File: src/source/sysctl_params.svh
`ifndef SYSCTL_PARAMS_SVH
`define SYSCTL_PARAMS_SVH

// phase lengths in cycles
`define SYSCTL_INIT_CYCLES    16
`define SYSCTL_ERROR_HOLD     11
`define SYSCTL_RECOVER_STEPS  6
`define SYSCTL_TUNE_STEPS     5
`define SYSCTL_MAX_RETRIES    3

// metric thresholds, hundredths of a percent
`define SYSCTL_UTIL_THRESH    8000
`define SYSCTL_LOAD_THRESH    7000
`define SYSCTL_IDLE_THRESH    2000
`define SYSCTL_CONV_THRESH    30
`define SYSCTL_PERF_DIV       100

`define SYSCTL_TARGET_SCALE   5
`define SYSCTL_HIST_DEPTH     8

// values seen before any configuration
`define SYSCTL_DEF_ENGINE     1
`define SYSCTL_DEF_SCHED      2
`define SYSCTL_DEF_CONV       1
`define SYSCTL_DEF_REDUND     1'b1
`define SYSCTL_DEF_STEAL      1'b1
`define SYSCTL_DEF_TARGET     80

`endif

File: src/source/sysctl_pkg.sv
package sysctl_pkg;

    typedef enum logic [3:0] {
        IDLE     = 4'd0,
        CONFIG   = 4'd1,
        INIT     = 4'd2,
        RUN      = 4'd3,
        PAUSE    = 4'd4,
        RECOVER  = 4'd5,
        SHUTDOWN = 4'd6,
        ERROR    = 4'd7,
        TUNE     = 4'd9
    } sys_state_t;

    typedef enum logic [3:0] {
        ENG_OFF      = 4'd0,
        ENG_NORMAL   = 4'd1,
        ENG_BALANCED = 4'd2,
        ENG_HIGH     = 4'd3
    } engine_mode_t;

    typedef enum logic [2:0] {
        SCH_STOP     = 3'd0,
        SCH_CONSERV  = 3'd1,
        SCH_BALANCED = 3'd2,
        SCH_AGGR     = 3'd4
    } sched_mode_t;

    typedef enum logic [1:0] {
        CONV_STRICT   = 2'd0,
        CONV_ADAPTIVE = 2'd1,
        CONV_FAST     = 2'd2
    } conv_mode_t;

    // codes 1..6 follow the error code that caused them
    typedef enum logic [3:0] {
        REC_NONE    = 4'd0,
        REC_ITER    = 4'd1,
        REC_CONV    = 4'd2,
        REC_RESTART = 4'd3,
        REC_CHECK   = 4'd4,
        REC_DRAIN   = 4'd5,
        REC_HOLD    = 4'd6,
        REC_UNKNOWN = 4'd15
    } recovery_t;

    typedef logic [7:0] perf_t;
    typedef logic [3:0] err_code_t;

endpackage

File: src/source/sysctl_config.sv
`timescale 1ns/1ps
`include "sysctl_params.svh"

module sysctl_config (
    input  logic                      clk,
    input  logic                      rst_n,
    input  logic [31:0]               config_reg,
    input  logic                      cfg_load,
    input  logic                      cmd_taken,
    output sysctl_pkg::engine_mode_t  cfg_engine,
    output sysctl_pkg::sched_mode_t   cfg_sched,
    output sysctl_pkg::conv_mode_t    cfg_conv,
    output logic                      cfg_redundancy,
    output logic                      cfg_stealing,
    output sysctl_pkg::perf_t         perf_target,
    output logic                      cmd_pause,
    output logic                      cmd_resume,
    output logic                      cmd_shutdown
);
    import sysctl_pkg::*;

    always_ff @(posedge clk or negedge rst_n) begin
        if (!rst_n) begin
            cfg_engine     <= engine_mode_t'(`SYSCTL_DEF_ENGINE);
            cfg_sched      <= sched_mode_t'(`SYSCTL_DEF_SCHED);
            cfg_conv       <= conv_mode_t'(`SYSCTL_DEF_CONV);
            cfg_redundancy <= `SYSCTL_DEF_REDUND;
            cfg_stealing   <= `SYSCTL_DEF_STEAL;
            perf_target    <= perf_t'(`SYSCTL_DEF_TARGET);
        end else if (cfg_load) begin
            cfg_engine     <= engine_mode_t'(config_reg[3:0]);
            cfg_sched      <= sched_mode_t'(config_reg[6:4]);
            cfg_conv       <= conv_mode_t'(config_reg[8:7]);
            cfg_redundancy <= config_reg[9];
            cfg_stealing   <= config_reg[10];
            perf_target    <= perf_t'(config_reg[15:11]) * perf_t'(`SYSCTL_TARGET_SCALE);
        end
    end

    // flags live until the sequencer acts on one of them
    always_ff @(posedge clk or negedge rst_n) begin
        if (!rst_n) begin
            {cmd_shutdown, cmd_resume, cmd_pause} <= 3'b000;
        end else if (cfg_load) begin
            {cmd_shutdown, cmd_resume, cmd_pause} <= config_reg[18:16];
        end else if (cmd_taken) begin
            {cmd_shutdown, cmd_resume, cmd_pause} <= 3'b000;
        end
    end

endmodule

File: src/source/sysctl_error_log.sv
`timescale 1ns/1ps
`include "sysctl_params.svh"

module sysctl_error_log (
    input  logic                               clk,
    input  logic                               rst_n,
    input  logic                               err_record,
    input  sysctl_pkg::err_code_t              error_code,
    input  logic                               retry_inc,
    input  logic                               cfg_load,
    output logic [4*`SYSCTL_HIST_DEPTH-1:0]    error_history,
    output logic [1:0]                         retry_count
);

    localparam int PTR_W = $clog2(`SYSCTL_HIST_DEPTH);

    logic [PTR_W-1:0] wr_ptr;

    // nibble i holds entry i, pointer wraps on its own
    always_ff @(posedge clk or negedge rst_n) begin
        if (!rst_n) begin
            error_history <= '0;
            wr_ptr        <= '0;
        end else if (err_record) begin
            error_history[wr_ptr*4 +: 4] <= error_code;
            wr_ptr                       <= wr_ptr + 1'b1;
        end
    end

    always_ff @(posedge clk or negedge rst_n) begin
        if (!rst_n) begin
            retry_count <= '0;
        end else if (cfg_load) begin
            retry_count <= '0;    // fresh config, fresh budget
        end else if (retry_inc && retry_count != 2'b11) begin
            retry_count <= retry_count + 1'b1;
        end
    end

endmodule

File: src/source/sysctl_health.sv
`timescale 1ns/1ps
`include "sysctl_params.svh"

module sysctl_health (
    input  logic              clk,
    input  logic              rst_n,
    input  logic [15:0]       metric_util,
    input  logic [15:0]       metric_load,
    input  logic [15:0]       metric_idle,
    input  logic [15:0]       metric_eff,
    input  logic [15:0]       metric_conv,
    input  sysctl_pkg::perf_t perf_target,
    output sysctl_pkg::perf_t current_performance,
    output logic              tune_req
);

    logic       util_ok;
    logic       load_ok;
    logic       idle_ok;
    logic       conv_ok;
    logic [2:0] hits;

    assign util_ok = metric_util > 16'(`SYSCTL_UTIL_THRESH);
    assign load_ok = metric_load > 16'(`SYSCTL_LOAD_THRESH);
    assign idle_ok = metric_idle < 16'(`SYSCTL_IDLE_THRESH);
    assign conv_ok = metric_conv < 16'(`SYSCTL_CONV_THRESH);

    assign hits = 3'(util_ok) + 3'(load_ok) + 3'(idle_ok) + 3'(conv_ok);

    // healthy but short of target
    assign tune_req = (hits >= 3'd3) && (current_performance < perf_target);

    always_ff @(posedge clk or negedge rst_n) begin
        if (!rst_n) begin
            current_performance <= '0;
        end else begin
            current_performance <= 8'(metric_eff / 16'(`SYSCTL_PERF_DIV)); // truncated
        end
    end

endmodule

File: src/source/sysctl_sequencer.sv
`timescale 1ns/1ps
`include "sysctl_params.svh"

module sysctl_sequencer (
    input  logic                      clk,
    input  logic                      rst_n,
    input  logic                      config_valid,
    input  logic                      system_ready,
    input  logic                      error_detected,
    input  sysctl_pkg::err_code_t     error_code,
    input  sysctl_pkg::engine_mode_t  cfg_engine,
    input  sysctl_pkg::sched_mode_t   cfg_sched,
    input  sysctl_pkg::conv_mode_t    cfg_conv,
    input  logic                      cfg_redundancy,
    input  logic                      cfg_stealing,
    input  logic                      cmd_pause,
    input  logic                      cmd_resume,
    input  logic                      cmd_shutdown,
    input  logic                      tune_req,
    input  sysctl_pkg::perf_t         current_performance,
    input  sysctl_pkg::perf_t         perf_target,
    input  logic [1:0]                retry_count,
    input  logic                      engine_busy,
    input  logic                      scheduler_busy,
    input  logic                      convergence_done,
    input  logic [7:0]                iteration_count,
    output logic                      cfg_load,
    output logic                      cmd_taken,
    output logic                      err_record,
    output logic                      retry_inc,
    output sysctl_pkg::engine_mode_t  engine_mode,
    output sysctl_pkg::sched_mode_t   scheduler_mode,
    output sysctl_pkg::conv_mode_t    convergence_mode,
    output logic                      redundancy_enable,
    output logic                      stealing_enable,
    output sysctl_pkg::recovery_t     recovery_action,
    output logic                      error_ack,
    output logic                      system_reset,
    output logic                      system_pause,
    output logic                      system_start,
    output logic [31:0]               status_reg
);
    import sysctl_pkg::*;

    sys_state_t        state;
    sys_state_t        next_state;
    logic [3:0]        cnt;         // cycles spent in the current state
    logic              reload;
    logic signed [9:0] gap;

    function automatic recovery_t map_recovery(input err_code_t code);
        if (code >= 4'd1 && code <= 4'd6)
            return recovery_t'(code);
        return REC_UNKNOWN;
    endfunction

    assign gap = $signed({2'b00, perf_target}) - $signed({2'b00, current_performance});

    always_comb begin
        next_state = state;
        cfg_load   = 1'b0;
        cmd_taken  = 1'b0;
        err_record = 1'b0;
        retry_inc  = 1'b0;
        case (state)
            IDLE: begin
                if (config_valid)      next_state = CONFIG;
                else if (system_ready) next_state = INIT;
            end
            CONFIG: begin
                cfg_load   = 1'b1;
                next_state = INIT;
            end
            INIT: if (cnt == 4'(`SYSCTL_INIT_CYCLES - 1)) next_state = RUN;
            RUN: begin
                if (error_detected) begin
                    err_record = 1'b1;
                    next_state = ERROR;
                end else if (cmd_pause) begin
                    cmd_taken  = 1'b1;
                    next_state = PAUSE;
                end else if (tune_req) begin
                    next_state = TUNE;
                end
            end
            PAUSE: begin
                if (config_valid) begin
                    cfg_load = 1'b1;    // stay paused, take new word
                end else if (cmd_resume) begin
                    cmd_taken  = 1'b1;
                    next_state = RUN;
                end else if (cmd_shutdown) begin
                    cmd_taken  = 1'b1;
                    next_state = SHUTDOWN;
                end
            end
            TUNE: if (cnt == 4'(`SYSCTL_TUNE_STEPS - 1)) next_state = RUN;
            ERROR: begin
                if (cnt == 4'(`SYSCTL_ERROR_HOLD - 1)) begin
                    if (retry_count < 2'(`SYSCTL_MAX_RETRIES)) begin
                        retry_inc  = 1'b1;
                        next_state = RECOVER;
                    end else begin
                        next_state = SHUTDOWN;
                    end
                end
            end
            RECOVER: if (cnt == 4'(`SYSCTL_RECOVER_STEPS - 1)) next_state = INIT;
            SHUTDOWN: next_state = IDLE;
            default: next_state = IDLE;
        endcase
    end

    // points where the configured modes are copied to the outputs
    assign reload = (state == INIT && cnt == 4'd0) ||
                    (state == RECOVER && cnt == 4'd4) ||
                    (state == PAUSE && next_state == RUN);

    always_ff @(posedge clk or negedge rst_n) begin
        if (!rst_n) begin
            state             <= IDLE;
            cnt               <= '0;
            engine_mode       <= engine_mode_t'(`SYSCTL_DEF_ENGINE);
            scheduler_mode    <= sched_mode_t'(`SYSCTL_DEF_SCHED);
            convergence_mode  <= conv_mode_t'(`SYSCTL_DEF_CONV);
            redundancy_enable <= `SYSCTL_DEF_REDUND;
            stealing_enable   <= `SYSCTL_DEF_STEAL;
            recovery_action   <= REC_NONE;
            error_ack         <= 1'b0;
            system_reset      <= 1'b0;
            system_pause      <= 1'b0;
            system_start      <= 1'b0;
            status_reg        <= '0;
        end else begin
            state        <= next_state;
            cnt          <= (next_state != state) ? 4'd0 : cnt + 4'd1;
            system_start <= (next_state == INIT);
            system_reset <= 1'b0;
            error_ack    <= 1'b0;
            if (state != RECOVER)
                system_pause <= (next_state == PAUSE);

            case (state)
                RUN: begin
                    status_reg <= {current_performance, 4'h0, state, iteration_count,
                                   error_code, error_detected, convergence_done,
                                   scheduler_busy, engine_busy};
                    if (error_detected)
                        recovery_action <= map_recovery(error_code);
                end
                TUNE: begin
                    if (cnt == 4'd0) begin
                        if (gap > 10'sd20) begin
                            engine_mode      <= ENG_HIGH;
                            scheduler_mode   <= SCH_AGGR;
                            convergence_mode <= CONV_FAST;
                        end else if (gap > 10'sd10) begin
                            engine_mode    <= ENG_BALANCED;
                            scheduler_mode <= SCH_BALANCED;
                        end else if (gap > 10'sd0) begin
                            engine_mode    <= ENG_NORMAL;
                            scheduler_mode <= SCH_CONSERV;
                        end
                    end
                end
                RECOVER: begin
                    case (cnt)
                        4'd0: system_pause <= 1'b1;
                        4'd1: engine_mode <= ENG_OFF;
                        4'd2: scheduler_mode <= SCH_STOP;
                        4'd3: begin
                            case (recovery_action)
                                REC_CONV:    convergence_mode <= CONV_ADAPTIVE;
                                REC_RESTART: system_reset <= 1'b1;    // single cycle
                                REC_DRAIN:   scheduler_mode <= SCH_CONSERV;
                                REC_HOLD:    system_pause <= 1'b1;
                                default: ;
                            endcase
                        end
                        4'd5: begin
                            system_pause <= 1'b0;
                            error_ack    <= 1'b1;    // leaving for INIT
                        end
                        default: ;
                    endcase
                end
                SHUTDOWN: begin
                    engine_mode       <= ENG_OFF;
                    scheduler_mode    <= SCH_STOP;
                    convergence_mode  <= CONV_STRICT;
                    redundancy_enable <= 1'b0;
                    stealing_enable   <= 1'b0;
                end
                default: ;
            endcase

            if (reload) begin
                engine_mode       <= cfg_engine;
                scheduler_mode    <= cfg_sched;
                convergence_mode  <= cfg_conv;
                redundancy_enable <= cfg_redundancy;
                stealing_enable   <= cfg_stealing;
            end
        end
    end

endmodule

File: src/source/system_controller.sv
`timescale 1ns/1ps

module system_controller (
    input  logic                      clk,
    input  logic                      rst_n,
    input  logic [31:0]               config_reg,
    input  logic                      config_valid,
    output logic [31:0]               status_reg,
    output sysctl_pkg::engine_mode_t  engine_mode,
    output sysctl_pkg::sched_mode_t   scheduler_mode,
    output sysctl_pkg::conv_mode_t    convergence_mode,
    output logic                      redundancy_enable,
    output logic                      stealing_enable,
    input  logic                      engine_busy,
    input  logic                      scheduler_busy,
    input  logic                      convergence_done,
    input  logic [7:0]                iteration_count,
    input  logic [15:0]               metric_util,
    input  logic [15:0]               metric_load,
    input  logic [15:0]               metric_idle,
    input  logic [15:0]               metric_eff,
    input  logic [15:0]               metric_conv,
    input  logic                      error_detected,
    input  sysctl_pkg::err_code_t     error_code,
    output logic                      error_ack,
    output sysctl_pkg::recovery_t     recovery_action,
    output logic                      system_reset,
    output logic                      system_pause,
    output logic                      system_start,
    input  logic                      system_ready,
    output logic [31:0]               error_history
);
    import sysctl_pkg::*;

    engine_mode_t cfg_engine;
    sched_mode_t  cfg_sched;
    conv_mode_t   cfg_conv;
    logic         cfg_redundancy;
    logic         cfg_stealing;
    perf_t        perf_target;
    perf_t        current_performance;
    logic         cmd_pause;
    logic         cmd_resume;
    logic         cmd_shutdown;
    logic         cfg_load;
    logic         cmd_taken;
    logic         err_record;
    logic         retry_inc;
    logic         tune_req;
    logic [1:0]   retry_count;

    sysctl_config u_config (
        .clk, .rst_n, .config_reg, .cfg_load, .cmd_taken,
        .cfg_engine, .cfg_sched, .cfg_conv, .cfg_redundancy, .cfg_stealing,
        .perf_target, .cmd_pause, .cmd_resume, .cmd_shutdown
    );

    sysctl_health u_health (
        .clk, .rst_n, .metric_util, .metric_load, .metric_idle, .metric_eff,
        .metric_conv, .perf_target, .current_performance, .tune_req
    );

    sysctl_error_log u_error_log (
        .clk, .rst_n, .err_record, .error_code, .retry_inc, .cfg_load,
        .error_history, .retry_count
    );

    sysctl_sequencer u_sequencer (
        .clk, .rst_n, .config_valid, .system_ready, .error_detected, .error_code,
        .cfg_engine, .cfg_sched, .cfg_conv, .cfg_redundancy, .cfg_stealing,
        .cmd_pause, .cmd_resume, .cmd_shutdown, .tune_req, .current_performance,
        .perf_target, .retry_count, .engine_busy, .scheduler_busy, .convergence_done,
        .iteration_count, .cfg_load, .cmd_taken, .err_record, .retry_inc,
        .engine_mode, .scheduler_mode, .convergence_mode, .redundancy_enable,
        .stealing_enable, .recovery_action, .error_ack, .system_reset,
        .system_pause, .system_start, .status_reg
    );

endmodule
File: config.mk
export PLATFORM = sky130hd
export DESIGN_NAME = system_controller
export DESIGN_NICKNAME = d
export VERILOG_FILES = /design/src/source/sysctl_pkg.sv /design/src/source/sysctl_config.sv /design/src/source/sysctl_error_log.sv /design/src/source/sysctl_health.sv /design/src/source/sysctl_sequencer.sv /design/src/source/system_controller.sv
export VERILOG_INCLUDE_DIRS = /design/src /design/src/source
export SDC_FILE = /design/constraint.sdc
export NUM_CORES = 1
export LEC_CHECK = 0
export BUFFER_PORTS_ARGS = -buffer_cell sky130_fd_sc_hd__clkbuf_2
export CAP_MARGIN = 30
export CORE_UTILIZATION = 45
export DETAILED_ROUTE_END_ITERATION = 10
export PLACE_DENSITY = 0.74
export SETUP_SLACK_MARGIN = 0.1
export SYNTH_ARGS = -nofsm -noshare
export SYNTH_HDL_FRONTEND = slang
export SYNTH_HIERARCHICAL = 1
export SYNTH_SLANG_ARGS = --single-unit
export TNS_END_PERCENT = 30
File: constraint.sdc
create_clock -name clk -period 5.5 [get_ports clk]
set_clock_uncertainty 0.1 [all_clocks]
set_input_delay 0.825 -clock clk [delete_from_list [all_inputs] [get_ports clk]]
set_output_delay 0.825 -clock clk [all_outputs]
set_load 0.05 [all_outputs]
==> summary.txt <==
STA
  • Setup ws final: 0.161 ns
  • Slew @ Worst Pin: 0.803 ns
  • Finish-stage setup viols: 0
  • Final hold vios: 0
  • RSZ-0062 raised after global routing: yes
  • Final Max Slew Viols: 0
  • Tcrit/Tclk final: 97.1%
  • Max-Slew Margin vs Limit: 46.5%
  • F_max: 187 MHz
  • Hold slack: 0.306 ns
  • Tmin final: 5.34 ns

Job
  • Max-cap violations: 0

Route
  • Antenna Nets Post-Route: 0
  • WL final: 23.5 mm
  • Pre-antenna DRT Iters: 5
  • DR iter-0 viols: 373
  • DRC Markers: 0
  • Number of vias per cell: 5.48
  • Routed length per placed instance: 15.8 um
  • Via count: 8149

CTS
  • Count of clock tree sinks: 122
  • CTS buffer count: 17
  • CTS max path bufs: 2
  • Clock latency on the worst-skew pair: 0.41 ns
  • Clock-pin slew on the worst setup and hold paths: 0.06 ns
  • Htree depth: 4
  • TritonCTS clock tree: built
  • Root buffer cell: clkbuf_16

Setup path
  • Crit path max fanout: 10
  • Cell family with most CP delay: compound AO/OA/AOI/OAI gates
  • CP max-delay cell: o32ai_2
  • CP Capture Type: register
  • Worst EP required: 5.68 ns
  • R2r endpoint: u_sequencer/cnt[0]
  • Worst path max stage delay: 0.37 ns
  • Critical Path Start Type: primary input
  • CP arrival: 5.52 ns
  • Sum of buffers and inverters on the critical path: 6
  • Register-to-register setup slack: 1.80 ns
  • Reg-to-Reg Start: u_config/perf_target[1]
  • Critical path depth: 25
  • FF-to-FF path depth: 18
  • Critical path class: in -> reg

Logic synthesis
  • Syn Area/Cell: 9.37 um2
  • Number of synthesized flops with an enable pin: 0
  • Synthesis warning total: 6
  • Synth Flop Type: dfrtp_1
  • Synth cell types: 109
  • Post-Syn Instances: 946
  • Mapped cell area: 0.00886 mm2
  • Synthesized flop and latch total: 122
  • Async set or reset register ratio after synthesis: 100%
  • Sequential share of the synthesized area: 34.6%

GRT
  • Total gr overflow: 0
  • Number of global-route vias before repair: 7774
  • First-pass GRT wire length: 37.2 mm
  • Pin count of the biggest net entering global routing: 44
  • Initial antenna violation count: 0
  • GR Util All Layers: 22.8%

Cells and area
  • FILL cells: 1665
  • Nets@finish: 1384
  • Design area: 0.0116 mm2
  • Max reg flops: 32
  • Register Area: 0.00307 mm2
  • Antenna cells: 0
  • Synthesis-to-finish area growth: 31.4%
  • Share of cells above drive strength 1: 39.3%
  • Area of the multi-input gates: 0.00560 mm2
  • Final core occ: 61.2%

Floorplan
  • Starting Density: 46.6%
  • Site row count: 50
  • Die height: 142 um
  • Die width: 142 um
  • Num ports: 215
  • Die area: 0.0203 mm2
  • Core area: 0.0190 mm2

Power
  • Peak supply drop: 252 uV
  • Pwr Total: 6.80 mW
  • P per Cell Area: 584 mW/mm2
  • P_leak: 5.54 nW

Placement
  • Hpwl dp: 17.5 mm
  • Post-place setup slack: -0.544 ns
  • Placer Congestion: 0.881
  • Dpl cell area: 0.0106 mm2
  • I/O Buffers: 190

Run status
  • Status: finished, final reports clean

Worst hold path
  • Hold WC Path Type: in -> async
-- synthesized netlist by cell type, types with 4 or more instances --
| cell type | n | share of area, % |
|---|---|---|
| a211oi_2 | 4 | 0.56 |
| mux2i_1 | 13 | 1.5 |
| mux2_1 | 11 | 1.4 |
| dfstp_2 | 12 | 3.6 |
| buf_6 | 13 | 1.7 |
| and3_1 | 24 | 1.7 |
| o21bai_1 | 4 | 0.34 |
| xnor2_1 | 17 | 1.7 |
| nor2b_1 | 20 | 1.4 |
| a211oi_1 | 16 | 1.4 |
| nand4_1 | 6 | 0.42 |
| o211a_1 | 5 | 0.56 |
| nor3b_1 | 4 | 0.34 |
| a22o_1 | 7 | 0.69 |
| o211ai_1 | 9 | 0.76 |
| nand3_1 | 18 | 1.0 |
| o21a_1 | 6 | 0.51 |
| or2_2 | 6 | 0.42 |
| nor2_1 | 61 | 2.6 |
| mux2_4 | 22 | 3.7 |
| o22ai_1 | 7 | 0.49 |
| nand2_1 | 103 | 4.4 |
| o31a_1 | 4 | 0.40 |
| xor2_1 | 5 | 0.49 |
| ha_1 | 36 | 5.1 |
| a21oi_1 | 45 | 2.5 |
| a21o_1 | 5 | 0.42 |
| o221ai_1 | 5 | 0.49 |
| o21ai_0 | 41 | 2.3 |
| dfrtp_1 | 110 | 31 |
| nor4_1 | 7 | 0.49 |
| buf_2 | 19 | 1.1 |
| or3_1 | 10 | 0.71 |
| inv_1 | 57 | 2.4 |
| nand2b_1 | 19 | 1.3 |
| mux2_2 | 14 | 1.8 |
| clkbuf_1 | 13 | 0.55 |
| and2_1 | 12 | 0.85 |
| a31oi_1 | 9 | 0.64 |
| buf_4 | 7 | 0.59 |
| nor3_1 | 21 | 1.2 |
| o31ai_1 | 4 | 0.34 |
-- layer usage --
metal / vias to the layer above / track usage, % / part of all wire (%)
met5: - / 0 / 0
met4: 0 / 7.36 / 1.4
met3: 29 / 3.33 / 4.7
met2: 243 / 39.8 / 52
met1: 3924 / 28.7 / 42
li1: 3953 / - / -
-- cells in the final DEF, fill, tap and decap left out, types with 24 or more instances in the layout --
master / count
buf_4: 102
dfrtp_1: 110
ha_1: 36
clkbuf_2: 185
nand2_1: 102
and3_1: 24
a21oi_1: 40
o21ai_0: 39
inv_1: 57
nor2_1: 61
-- cell type report --
| class | count | area share, % |
|---|---|---|
| multi-input combinational | 714 | 48.1 |
| timing repair buffer | 298 | 15.6 |
| inverter | 60 | 1.96 |
| clock inverter | 12 | 1.17 |
| clock buffer | 20 | 4.01 |
| sequential | 122 | 26.3 |
| tap | 260 | 2.79 |
-- metrics by stage --
| stage | TNS, ns | std cells |
|---|---|---|
| 2_1_floorplan | 0 | 949 |
| 3_3_place_gp | -0.625 | 1443 |
| 4_1_cts | 0 | 1476 |
| 6_report | 0 | 1486 |
| 5_1_grt | -0.0594 | 1486 |
| 3_5_place_dp | -1.00 | 1444 |
-- cell families after synthesis --
kind of cell / share of synthesized area, %
other cells: 0.0423
buf+inv: 6.45
compound gates: 21.3
flops: 34.6
mux: 8.37
xor+xnor: 2.72
simple gates: 20.3
fa+ha+maj: 6.24
-- power by group --
part | internal [mW] | leakage [nW] | switching (mW)
clock network | 0.707 | 0.289 | 0.416
logic | 1.60 | 3.76 | 2.50
registers | 1.29 | 1.49 | 0.281
total | 3.60 | 5.54 | 3.19
-- worst max path at each step --
stage | from | to | slack [ns]
floorplan | metric_eff[15] | u_health/current_performance[0] | 0.07
global placement | metric_eff[14] | u_health/current_performance[0] | -0.34
detailed placement | metric_eff[14] | u_health/current_performance[0] | -0.54
CTS | metric_eff[13] | u_health/current_performance[0] | 0.14
global route | metric_eff[15] | u_health/current_performance[0] | -0.06
finish | metric_eff[15] | u_health/current_performance[0] | 0.16
-- what timing repair did --
| action | 4_1_cts | 5_1_grt |
|---|---|---|
| setup endpoints to repair | 2 | 2 |
| gates resized for setup | 9 | 74 |
| setup buffers | 0 | 9 |
| hold buffers | 0 | 0 |
| pin swaps | 2 | 20 |
(Power assumes the default switching activity.)
